File: src/common/phx_defs.svh
`ifndef PHX_DEFS_SVH
`define PHX_DEFS_SVH

// Word widths
`define PHX_INSN_W   42
`define PHX_VALUE_W  128
`define PHX_REG_W    7
`define PHX_REG_VEC  6

// Special register specifiers
`define PHX_SP_REG   7'd47
`define PHX_SP_BASE  7'd60
`define PHX_RET_REG  7'd59
`define PHX_PFX_TAG  3'd2

// Instruction word fields
`define PHX_F_OPC    5:0
`define PHX_F_RT     12:6
`define PHX_F_RA     19:13
`define PHX_F_RB     26:20
`define PHX_F_FUNC   32:27
`define PHX_F_SIZE   41:39
`define PHX_F_IMM    38:20
`define PHX_F_BDISP  41:27
`define PHX_F_LINK   8:6
`define PHX_F_TGT    41:9

// Postfix word fields
`define PHX_F_PTAG   2:0
`define PHX_F_PIMM   41:3

`endif

File: src/common/phxPkg.sv
`default_nettype none

`include "phx_defs.svh"

package phxPkg;

	// ==================================================================
	// Vector types
	// ==================================================================

	// Raw fetch word, instruction or postfix
	typedef logic [`PHX_INSN_W-1:0]  insnT;
	// Top bit flags a vector register
	typedef logic [`PHX_REG_W-1:0]   regSpecT;
	typedef logic [`PHX_VALUE_W-1:0] valueT;
	// Stack pointer bank select
	typedef logic [2:0]              spSelT;

	// ==================================================================
	// Encodings
	// ==================================================================

	typedef enum logic [5:0] {
		OP_R2    = 6'h02,
		OP_ADDI  = 6'h04,
		OP_SUBFI = 6'h05,
		OP_ANDI  = 6'h08,
		OP_ORI   = 6'h09,
		OP_XORI  = 6'h0A,
		OP_CMP   = 6'h0C,
		OP_CMPI  = 6'h0D,
		OP_CALL  = 6'h20,
		OP_BSR   = 6'h21,
		OP_RET   = 6'h22,
		OP_BCC   = 6'h28,
		OP_LOAD  = 6'h30,
		OP_LOADU = 6'h31,
		OP_STORE = 6'h38,
		OP_NOP   = 6'h3F
	} opcodeE;

	// Function codes of the R2 format
	typedef enum logic [5:0] {
		F_ADD    = 6'h04,
		F_SUB    = 6'h05,
		F_AND    = 6'h08,
		F_OR     = 6'h09,
		F_XOR    = 6'h0A,
		F_SLL    = 6'h10,
		F_SRL    = 6'h11,
		F_SRA    = 6'h12,
		F_LOADX  = 6'h30,
		F_LOADUX = 6'h31,
		F_STOREX = 6'h38
	} funcE;

	// Size field codes, also the operation precision
	typedef enum logic [2:0] {
		PRC8   = 3'd0,
		PRC16  = 3'd1,
		PRC32  = 3'd2,
		PRC64  = 3'd3,
		PRC128 = 3'd4
	} prcE;

	typedef enum logic [2:0] {
		MEM_BYTE  = 3'd0,
		MEM_WYDE  = 3'd1,
		MEM_TETRA = 3'd2,
		MEM_OCTA  = 3'd3,
		MEM_HEXI  = 3'd4,
		MEM_VECT  = 3'd5
	} memSzE;

	// ALU group of the R2 functions
	function automatic logic isAluFunc(funcE fn);
		return fn inside {F_ADD, F_SUB, F_AND, F_OR, F_XOR, F_SLL, F_SRL, F_SRA};
	endfunction

endpackage

`default_nettype wire

File: src/design/decode/phxImmDecode.sv
`default_nettype none
`timescale 1ns/1ps

`include "phx_defs.svh"

module phxImmDecode (
	input  phxPkg::insnT  insn,
	input  phxPkg::insnT  pfxWord,
	output phxPkg::valueT imm
);
	import phxPkg::*;

	opcodeE      opc;
	logic        pfxHit;
	logic [18:0] immFld;
	logic [14:0] bDisp;
	logic [32:0] tgt;
	logic [38:0] pfxImm;

	assign opc    = opcodeE'(insn[`PHX_F_OPC]);
	assign immFld = insn[`PHX_F_IMM];
	assign bDisp  = insn[`PHX_F_BDISP];
	assign tgt    = insn[`PHX_F_TGT];

	// Postfix only counts when its tag matches
	assign pfxHit = pfxWord[`PHX_F_PTAG] == `PHX_PFX_TAG;
	assign pfxImm = pfxWord[`PHX_F_PIMM];

	always_comb begin
		case (opc)
			// 19-bit immediate or displacement
			OP_ADDI, OP_SUBFI, OP_ANDI, OP_ORI, OP_XORI, OP_CMPI,
			OP_RET, OP_LOAD, OP_LOADU, OP_STORE:
				imm = {{(`PHX_VALUE_W-19){immFld[18]}}, immFld};
			// Conditional branch displacement
			OP_BCC:
				imm = {{(`PHX_VALUE_W-15){bDisp[14]}}, bDisp};
			OP_CALL, OP_BSR:
				imm = {{(`PHX_VALUE_W-33){tgt[32]}}, tgt};
			default:
				imm = '0;
		endcase
		// Postfix replaces everything above the 19-bit field
		if (pfxHit)
			imm[`PHX_VALUE_W-1:19] = {{(`PHX_VALUE_W-19-39){pfxImm[38]}}, pfxImm};
	end

endmodule

`default_nettype wire

File: src/design/decode/phxMemOpDecode.sv
`default_nettype none
`timescale 1ns/1ps

`include "phx_defs.svh"

module phxMemOpDecode (
	input  phxPkg::insnT    insn,
	input  phxPkg::regSpecT ra,
	input  phxPkg::regSpecT rb,
	input  phxPkg::regSpecT rt,
	output logic            load,
	output logic            loadu,
	output logic            store,
	output phxPkg::memSzE   memsz,
	output logic            needSteps
);
	import phxPkg::*;

	opcodeE opc;
	funcE   fn;
	prcE    szFld;
	memSzE  baseSz;
	logic   isR2;
	logic   loadr;
	logic   loadn;
	logic   storer;
	logic   storen;
	logic   vecAcc;

	assign opc   = opcodeE'(insn[`PHX_F_OPC]);
	assign fn    = funcE'(insn[`PHX_F_FUNC]);
	assign szFld = prcE'(insn[`PHX_F_SIZE]);
	assign isR2  = opc == OP_R2;

	// Base forms and indexed forms
	assign loadr  = opc == OP_LOAD || opc == OP_LOADU;
	assign storer = opc == OP_STORE;
	assign loadn  = isR2 && (fn == F_LOADX || fn == F_LOADUX);
	assign storen = isR2 && fn == F_STOREX;

	assign load  = loadr | loadn;
	assign store = storer | storen;
	// Zero extending loads
	assign loadu = opc == OP_LOADU || (isR2 && fn == F_LOADUX);

	// Size code to access width
	always_comb begin
		case (szFld)
			PRC8:    baseSz = MEM_BYTE;
			PRC16:   baseSz = MEM_WYDE;
			PRC32:   baseSz = MEM_TETRA;
			PRC64:   baseSz = MEM_OCTA;
			PRC128:  baseSz = MEM_HEXI;
			default: baseSz = MEM_TETRA;
		endcase
	end

	// Vector base, vector data, or vector index on indexed forms
	assign vecAcc = ra[`PHX_REG_VEC] | rt[`PHX_REG_VEC] |
	                ((loadn | storen) & rb[`PHX_REG_VEC]);

	always_comb begin
		memsz = MEM_TETRA;
		if (load | store)
			memsz = vecAcc ? MEM_VECT : baseSz;
	end

	// Base form with scalar base address moves as one block
	assign needSteps = memsz == MEM_VECT && !((loadr | storer) && !ra[`PHX_REG_VEC]);

	always_comb begin
		assert (!(load && store))
			else $error("phxMemOpDecode: load and store both set");
	end

endmodule

`default_nettype wire

File: src/design/decode/phxPrecisionDecode.sv
`default_nettype none
`timescale 1ns/1ps

`include "phx_defs.svh"

module phxPrecisionDecode (
	input  phxPkg::insnT insn,
	output phxPkg::prcE  prc
);
	import phxPkg::*;

	opcodeE opc;
	funcE   fn;
	prcE    szFld;
	logic   sized;

	assign opc   = opcodeE'(insn[`PHX_F_OPC]);
	assign fn    = funcE'(insn[`PHX_F_FUNC]);
	assign szFld = prcE'(insn[`PHX_F_SIZE]);

	// Ops that honour the size field
	always_comb begin
		case (opc)
			OP_R2:   sized = isAluFunc(fn);
			OP_ADDI, OP_SUBFI, OP_ANDI, OP_ORI, OP_XORI,
			OP_CMP, OP_CMPI:
				sized = 1'b1;
			default: sized = 1'b0;
		endcase
	end

	// 32 bits unless a narrower or wider size is asked for
	always_comb begin
		prc = PRC32;
		if (sized) begin
			case (szFld)
				PRC16:   prc = PRC16;
				PRC64:   prc = PRC64;
				PRC128:  prc = PRC128;
				default: prc = PRC32;
			endcase
		end
	end

	// Byte precision has no ALU datapath
	always_comb begin
		assert (prc != PRC8)
			else $error("phxPrecisionDecode: byte precision decoded");
	end

endmodule

`default_nettype wire

File: src/design/decode/phxRegSpecDecode.sv
`default_nettype none
`timescale 1ns/1ps

`include "phx_defs.svh"

module phxRegSpecDecode (
	input  phxPkg::insnT    insn,
	input  phxPkg::spSelT   spSel,
	output phxPkg::regSpecT ra,
	output phxPkg::regSpecT rb,
	output phxPkg::regSpecT rt,
	output logic            rfwr,
	output logic            vrfwr,
	output logic            br,
	output logic            cjb,
	output logic            hasRa,
	output logic            hasRb,
	output logic            hasRt,
	output logic            isVector
);
	import phxPkg::*;

	opcodeE  opc;
	funcE    fn;
	regSpecT raFld;
	regSpecT rbFld;
	regSpecT rtFld;

	// Scalar r47 maps onto the banked stack pointer
	// Select codes 0 and 5..7 leave it alone
	function automatic regSpecT spSub(regSpecT r, spSelT sel);
		regSpecT res;
		res = r;
		if (r == `PHX_SP_REG && sel >= 3'd1 && sel <= 3'd4)
			res = `PHX_SP_BASE + regSpecT'(sel) - 7'd1;
		return res;
	endfunction

	assign opc = opcodeE'(insn[`PHX_F_OPC]);
	assign fn  = funcE'(insn[`PHX_F_FUNC]);

	// Flow control classes
	assign br  = opc == OP_BCC;
	assign cjb = opc == OP_CALL || opc == OP_BSR;

	// ==================================================================
	// Specifier fields
	// ==================================================================

	always_comb begin
		raFld = insn[`PHX_F_RA];
		rbFld = insn[`PHX_F_RB];
		rtFld = insn[`PHX_F_RT];
		// RET pops its address from the return register
		if (opc == OP_RET)
			rbFld = `PHX_RET_REG;
		// Link register is a 3-bit scalar number
		if (cjb)
			rtFld = {4'd0, insn[`PHX_F_LINK]};
	end

	assign ra = spSub(raFld, spSel);
	assign rb = spSub(rbFld, spSel);
	assign rt = spSub(rtFld, spSel);

	// ==================================================================
	// Register file write enables
	// ==================================================================

	always_comb begin
		rfwr  = 1'b0;
		vrfwr = 1'b0;
		case (opc)
			OP_R2: begin
				// Memory and unknown functions write nothing here
				if (isAluFunc(fn)) begin
					vrfwr = rt[`PHX_REG_VEC];
					rfwr  = ~rt[`PHX_REG_VEC];
				end
			end
			OP_ADDI, OP_SUBFI, OP_ANDI, OP_ORI, OP_XORI,
			OP_CMP, OP_CMPI, OP_LOAD, OP_LOADU: begin
				vrfwr = rt[`PHX_REG_VEC];
				rfwr  = ~rt[`PHX_REG_VEC];
			end
			// Link of zero means no link write
			OP_CALL, OP_BSR: rfwr = insn[`PHX_F_LINK] != 3'd0;
			OP_RET:          rfwr = rt != '0;
			default: ;
		endcase
	end

	// Operand presence
	assign hasRa = ~cjb;
	assign hasRb = opc == OP_R2;
	assign hasRt = ~br;

	// Any live vector operand makes the op a vector op
	assign isVector = (hasRa & ra[`PHX_REG_VEC]) |
	                  (hasRb & rb[`PHX_REG_VEC]) |
	                  (hasRt & rt[`PHX_REG_VEC]);

	// One register file per write
	always_comb begin
		assert (!(rfwr && vrfwr))
			else $error("phxRegSpecDecode: scalar and vector write both set");
	end

endmodule

`default_nettype wire

File: src/design/phxDecodeStage.sv
`default_nettype none
`timescale 1ns/1ps

module phxDecodeStage (
	input  logic            clk,
	input  logic            rstN,
	input  logic            ifbV,
	input  phxPkg::insnT    insn,
	input  phxPkg::insnT    pfxWord,
	input  phxPkg::spSelT   spSel,
	output logic            decV,
	output phxPkg::regSpecT ra,
	output phxPkg::regSpecT rb,
	output phxPkg::regSpecT rt,
	output logic            rfwr,
	output logic            vrfwr,
	output phxPkg::valueT   imm,
	output phxPkg::prcE     prc,
	output logic            load,
	output logic            loadu,
	output logic            store,
	output phxPkg::memSzE   memsz,
	output logic            needSteps,
	output logic            br,
	output logic            cjb,
	output logic            isVector
);
	import phxPkg::*;

	// Combinational decode record
	regSpecT raD;
	regSpecT rbD;
	regSpecT rtD;
	logic    rfwrD;
	logic    vrfwrD;
	logic    brD;
	logic    cjbD;
	logic    isVectorD;
	valueT   immD;
	prcE     prcD;
	logic    loadD;
	logic    loaduD;
	logic    storeD;
	memSzE   memszD;
	logic    needStepsD;

	// ==================================================================
	// Decoders, all fed from the same fetch word
	// ==================================================================

	phxRegSpecDecode phxRegSpecDecode_i (
		.insn     (insn),
		.spSel    (spSel),
		.ra       (raD),
		.rb       (rbD),
		.rt       (rtD),
		.rfwr     (rfwrD),
		.vrfwr    (vrfwrD),
		.br       (brD),
		.cjb      (cjbD),
		.hasRa    (),
		.hasRb    (),
		.hasRt    (),
		.isVector (isVectorD)
	);

	phxImmDecode phxImmDecode_i (
		.insn    (insn),
		.pfxWord (pfxWord),
		.imm     (immD)
	);

	phxPrecisionDecode phxPrecisionDecode_i (
		.insn (insn),
		.prc  (prcD)
	);

	// Takes final specifiers so vector flags come from one place
	phxMemOpDecode phxMemOpDecode_i (
		.insn      (insn),
		.ra        (raD),
		.rb        (rbD),
		.rt        (rtD),
		.load      (loadD),
		.loadu     (loaduD),
		.store     (storeD),
		.memsz     (memszD),
		.needSteps (needStepsD)
	);

	// ==================================================================
	// Decode record register
	// ==================================================================

	// Control bits, cleared on reset
	always_ff @(posedge clk or negedge rstN) begin
		if (!rstN) begin
			decV  <= 1'b0;
			rfwr  <= 1'b0;
			vrfwr <= 1'b0;
			load  <= 1'b0;
			store <= 1'b0;
			br    <= 1'b0;
			cjb   <= 1'b0;
		end else begin
			decV <= ifbV;
			if (ifbV) begin
				rfwr  <= rfwrD;
				vrfwr <= vrfwrD;
				load  <= loadD;
				store <= storeD;
				br    <= brD;
				cjb   <= cjbD;
			end
		end
	end

	// Payload, held between strobes
	always_ff @(posedge clk) begin
		if (ifbV) begin
			ra        <= raD;
			rb        <= rbD;
			rt        <= rtD;
			imm       <= immD;
			prc       <= prcD;
			loadu     <= loaduD;
			memsz     <= memszD;
			needSteps <= needStepsD;
			isVector  <= isVectorD;
		end
	end

	// Output valid only one clock behind a fetch strobe
	a_decVAfterIfb: assert property (@(posedge clk) disable iff (!rstN) decV |-> $past(ifbV))
		else $error("phxDecodeStage: decV without a fetch strobe");

endmodule

`default_nettype wire

File: config.mk
export PLATFORM = sky130hd
export DESIGN_NAME = phxDecodeStage
export DESIGN_NICKNAME = d
export VERILOG_FILES = /design/src/common/phxPkg.sv /design/src/design/decode/phxImmDecode.sv /design/src/design/decode/phxMemOpDecode.sv /design/src/design/decode/phxPrecisionDecode.sv /design/src/design/decode/phxRegSpecDecode.sv /design/src/design/phxDecodeStage.sv
export VERILOG_INCLUDE_DIRS = /design/src /design/src/common
export SDC_FILE = /design/constraint.sdc
export NUM_CORES = 1
export LEC_CHECK = 0
export BUFFER_PORTS_ARGS = -buffer_cell sky130_fd_sc_hd__clkbuf_2
export CAP_MARGIN = 20
export CELL_PAD_IN_SITES_DETAIL_PLACEMENT = 0
export CELL_PAD_IN_SITES_GLOBAL_PLACEMENT = 1
export CORE_ASPECT_RATIO = 0.5
export CORE_MARGIN = 2
export CORE_UTILIZATION = 40
export DETAILED_ROUTE_END_ITERATION = 10
export PLACE_DENSITY = 0.82
export SYNTH_ARGS = -nofsm -noshare
export SYNTH_HDL_FRONTEND = slang
export SYNTH_HIERARCHICAL = 1
export SYNTH_SLANG_ARGS = --single-unit
export TNS_END_PERCENT = 10
File: constraint.sdc
create_clock -name clk -period 1.3 [get_ports clk]
set_input_delay 0.26 -clock clk [delete_from_list [all_inputs] [get_ports clk]]
set_output_delay 0.26 -clock clk [all_outputs]
set_load 0.005 [all_outputs]
# Word level (Yosys, flattened, before mapping)
# Index checks and enable logic that the tools add are counted.
dict set report word_totals {
  register_bits 165
}
dict set report classes {
  eq_ne 34
  reduce_logical 25
  bitwise_logic 16
  muxes 16
  n_lt_le_gt_ge 2
  n_addsub 2
}
# op count
set ops {}
lappend ops {{$pmux 128 s3} 1}
lappend ops {{$mux 109} 1}
lappend ops {{$eq 6x6->1 const B} 10}
lappend ops {{$eq 6x4->1 const B} 8}
lappend ops {{$mux 7} 5}
lappend ops {{$eq 6x3->1 const B} 4}
lappend ops {{$eq 7x6->1 const B} 3}
lappend ops {{$eq 6x5->1 const B} 3}
lappend ops {{$pmux 3 s4} 1}
lappend ops {{$logic_and 1x1->1} 11}
lappend ops {{$reduce_or 10->1} 1}
lappend ops {{$or 1x1->1} 9}
lappend ops {{$pmux 3 s3} 1}
lappend ops {{$reduce_or 9->1} 1}
lappend ops {{$reduce_bool 8->1} 1}
lappend ops {{$add 6x3->7 const A} 1}
lappend ops {{$reduce_bool 7->1} 1}
lappend ops {{$reduce_or 7->1} 1}
lappend ops {{$sub 7x1->7 const B} 1}
lappend ops {{$eq 3x2->1 const B} 2}
lappend ops {{$eq 3x3->1 const B} 2}
lappend ops {{$eq 6x2->1 const B} 1}
lappend ops {{$mux 3} 2}
lappend ops {{$and 1x1->1} 4}
lappend ops {{12 further kinds} 20}

# Longest topological paths before layout
dict set report depth {
  word_depth 13
  mapped_depth 9
  mapped_depth_nobuf 9
}

# Hierarchy
# Netlist, hierarchy kept.
# module area_per_inst_um2 instances cells_each
set by_module_without_submodules {}
lappend by_module_without_submodules {phxDecodeStage 5021.1 1 172}
lappend by_module_without_submodules {phxImmDecode 1482.7 1 206}
lappend by_module_without_submodules {phxRegSpecDecode 588.1 1 89}
lappend by_module_without_submodules {phxMemOpDecode 188.9 1 24}
lappend by_module_without_submodules {phxPrecisionDecode 110.1 1 16}

# Worst setup path after synthesis
# No wires, ideal clock.
dict set report synth_path {
  kind {input -> register}
  start {input insn[1]}
  end {register imm[57] (data pin)}
  setup_ns 0.439
  required_time_ns 0.861
  path_stages 6
  t_arrival_ns 2.527
  setup_slack_ns -1.666
  path_cell_list {or4bb_1 > a21oi_1 > or3_4 > a221o_1 > buf_2 > o21a_1}
}
dict set report synth_between {
  elab_chain_cells 4
  elab_cells_between_ends 17
  cone_classes {eq/ne (13); mux (2); reduce/logical (2)}
}
# item line_no
set synth_rtl {}
lappend synth_rtl {{start: declaration} phxDecodeStage.sv:8} ;# input phxPkg::insnT insn,
lappend synth_rtl {{$eq 6x3->1, or another cell as far along} phxImmDecode.sv:30} ;# case (opc)
lappend synth_rtl {{$reduce_or 10->1 / $reduce_or 2->1 (equally long branches)} phxImmDecode.sv:30}
lappend synth_rtl {{$pmux 128 s3 (*)} phxImmDecode.sv:30}
lappend synth_rtl {{$mux 109 (*)} phxImmDecode.sv:44} ;# if (pfxHit)
lappend synth_rtl {{via immD[57]} phxDecodeStage.sv:39} ;# valueT immD;
lappend synth_rtl {{end signal: assignment} phxDecodeStage.sv:124} ;# imm <= immD;
lappend synth_rtl {{end: declaration} phxDecodeStage.sv:17} ;# output phxPkg::valueT imm,
# The timed path passes the listed nets; every way through them passes the cells marked *.
# A chain may end at the register's enable or synchronous reset.

# Worst setup path in the final report
dict set report layout_path {
  start {input insn[3]}
  end {register imm[101] (data pin)}
}
dict set report layout_between {
  elab_chain_cells 4
  elab_cells_between_ends 17
  cone_classes {eq/ne (13); mux (2); reduce/logical (2)}
}
# item line_no
set layout_rtl {}
lappend layout_rtl {{$eq 6x3->1, or another cell as far along} phxImmDecode.sv:30}
lappend layout_rtl {{$reduce_or 10->1 / $reduce_or 2->1 (equally long branches)} phxImmDecode.sv:30}
lappend layout_rtl {{$pmux 128 s3 (*)} phxImmDecode.sv:30}
lappend layout_rtl {{$mux 109 (*)} phxImmDecode.sv:44}
# Mark *: on every way between the ends. The rest lies on a longest branch, timed or not.

==> impl_results.md <==
- Status: finished, violations left
- Violated checks: setup timing
- # H-tree levels: 4
- Later-pin clock latency in the skew report: 420 ps
- Post-synth cell types: 68
- Critical path class: primary input to flop
- Crit path max fanout: 27
- Gate power share: 12.9%
- Nets: 884
- Total CTS buffers: 17
- Final period utilization: 134%
- Post-DP HPWL: 13,600 um
- Worst-Margin Slew: 337 ps
- Sequential fraction of the synthesis area: 66.6%
- Initial drt markers: 288
- Switch share: 26.2%
- Worst vdd ir: 0.854 mV
- IO buf count: 254
- Slowest cell delay on critical path: 450 ps
- Hold path cells: 1
- Sequential power share: 48.8%
- Final setup viols: 153
- Die area: 19,600 um2
- #FFs+latches synth: 165
- Total Routed Length: 19,200 um
- Worst R2R Path Depth: 1
- Total global routing track utilization: 18.9%
- Tmin final: 1750 ps
- TritonCTS clock tree: yes
- Rows: 35
- CP Cell Sequence: buf_8 > mux2i_1 > nor4_1 > or3_4 > a221o_1 > o21a_4 > clkbuf_16
- Fin. Hold Viols: 0
- Dominant synthesized flop cell: edfxtp_1
- Die width: 196 um
- Gp weighted congestion: 0.872
- Clock Sinks: 165
- Vias in the first global route: 5,163
- Clock buffer depth: 2
- DRC: 0
- Initial antenna violation count: 0
- DR vias/cell: 5.00
- TritonRoute pass-1 iters: 6
- Syn_nets: 600
- Pleak: 0.00427 uW
- Total power: 13,300 uW
- Crit. End Element: flop
- Final worst setup slack: -448 ps
- Maxcap violations: 0
- NetSw: 3470 uW
- Unrepaired setup endpoints after global routing: true
- Mapped cell area: 7390 um2
- Root Driver: clkbuf_16
- Initial Util: 40.5%
- Setup crit start kind: primary input
- Crit path arrival time: 1910 ps
- GR Overflow Total: 0
- Largest net degree at the start of global routing: 55
- Max-Slew Margin vs Limit: 77.3%
- Clock Skews: 0 ps
- Syn Area/Cell: 14.6 um2
- Layout area overhead: 37.2%
- Layout cells sized above 1: 56.6%
- Async SR Flop Fraction: 4.24%
- Placeable Area: 18,300 um2
- Highest-delay cell along the critical path: a221o_1
- I/O pins: 255
- Hold WS: 64.3 ps
- Cell Pwr Density: 1310 nW/um2
- Hold Path Class: primary input to flop
- ANT cells: 0
- Yosys warning total: 6
- EDFF count, synth: 158
- Achievable Freq: 572 MHz
- Clock Power Share: 38.3%
- Cell-internal power: 9790 uW
- Most common cell after layout, fill and taps aside: clkbuf_2
- Routed vias: 5,221
- Reg clk slew, reported paths: 70 ps
- Filler instances: 1,479
- Die height: 100 um
- Commonest non-fill, non-tap cells in the layout: clkbuf_2, edfxtp_1, buf_4, o21a_1
- First-pass GRT wire length: 28,200 um
- Max-slew violation count: 0
- Syn Inst Count: 507
- Avg WL per Cell: 18.4 um
- Antenna viol nets, final: 0
- CP required: 1460 ps
-- worst paths after layout --
check                                   from            endpoint  slack, ps
min in group asynchronous               rstN    load$_DFFE_PN0P_        190
max in group asynchronous               rstN      decV$_DFF_PN0_        950
min reg2reg                 rfwr$_DFFE_PN0P_    rfwr$_DFFE_PN0P_        510
max                                  insn[3]  imm[101]$_DFFE_PP_       -450
min                                     ifbV      decV$_DFF_PN0_         60
max reg2reg                store$_DFFE_PN0P_   store$_DFFE_PN0P_        530
-- power groups by stage --
stage               registers [uW]  logic, uW  clock network, uW
floorplan                     6640        616                  0
global placement              6570       1540                  0
detailed placement            6590       1570                  0
CTS                           6470       1650               5200
global route                  6510       1840               5400
finish                        6460       1710               5080
-- per-stage QoR --
step / setup TNS, ps / instances / cell area (um2) / setup WS [ps] / util, %
after floorplan: -93830 / 507 / 7410 / -761 / -
after global placement: -111240 / 1004 / 9120 / -893 / 49.9
after detailed placement: -116810 / 1004 / 9120 / -976 / 49.9
after CTS: -35250 / 1041 / 9960 / -360 / 54.6
after global routing: -49720 / 1044 / 10100 / -457 / 55.5
final: -46820 / 1044 / 10100 / -448 / 55.5
-- cell families (layout without fill, tap and decap cells) --
| logic type | count (synthesis) | after routing | synth area share [%] |
|---|---|---|---|
| flops | 165 | 165 | 66.6 |
| compound gates | 116 | 116 | 12.8 |
| buf+inv | 116 | 413 | 9.90 |
| simple gates | 96 | 96 | 8.28 |
| mux | 10 | 10 | 1.86 |
| fa+ha+maj | 3 | 3 | 0.508 |
| xor+xnor | 1 | 1 | 0.119 |
-- sequential cells by signal (all words and copies together), names as in the netlist --
register	cells
br	1
cjb	1
decV	1
imm	128
isVector	1
load	1
loadu	1
memsz	3
needSteps	1
prc	3
ra	7
rb	7
rfwr	1
rt	7
store	1
vrfwr	1
-- cells in the mapped netlist (all sizes together), types with 2 or more instances --
library cell	number	area share [%]
edfxtp	158	64
buf	80	8.1
o21a	30	3.0
a22oi	25	3.1
inv	25	1.3
nor2	21	1.1
nand2	18	0.91
a222oi	14	1.9
a21oi	13	0.93
clkbuf	10	0.51
o21ai	10	0.68
mux2	9	1.7
dfrtp	7	2.4
nor4	7	0.76
a221o	6	0.81
nand2b	6	0.51
nor3b	5	0.73
and2	4	0.34
a21boi	3	0.30
and3	3	0.32
ha	3	0.51
nand3b	3	0.30
nor3	3	0.20
nor4b	3	0.36
or3	3	0.32
or4b	3	0.51
a21o	2	0.20
nand3	2	0.14
nand4	2	0.17
nand4b	2	0.32
o211ai	2	0.27
o22ai	2	0.17
or3b	2	0.24
or4	2	0.20
-- layer usage --
metal / global-route usage [%] / part of all wire [%]
met2: 34.7 / 53
met5: 0 / 0
met4: 7.23 / 2.2
met3: 4.54 / 4.2
met1: 21.7 / 40
-- what timing repair did --
item | 4_1_cts | 5_1_grt
hold endpoints to repair | 7 | 0
setup endpoints to repair | 154 | 155
pin swaps | 23 | 17
resized for setup | 45 | 32
hold buffers | 1 | 0
buffers inserted | 4 | 0
gates cloned | 0 | 3
-- final cells by class --
cell class                      count  area, um2  share of cell area, %
Clock buffer                       17        425                   4.19
Clock inverter                     15        184                   1.81
Inverter                           26       97.6                  0.962
Multi-Input combinational cell    226       1960                   19.4
Sequential cell                   165       4920                   48.5
Tap cell                          240        300                   2.96
Timing Repair Buffer              355       2250                   22.2
-- worst max-delay path: cells and delay by family --
kind / cells / cell delay, ps
muxes: 1 / 210
AOI/OAI and AO/OA: 2 / 670
and+or+nand+nor: 2 / 480
buffers and inverters: 2 / 280
(Power assumes the default switching activity.)
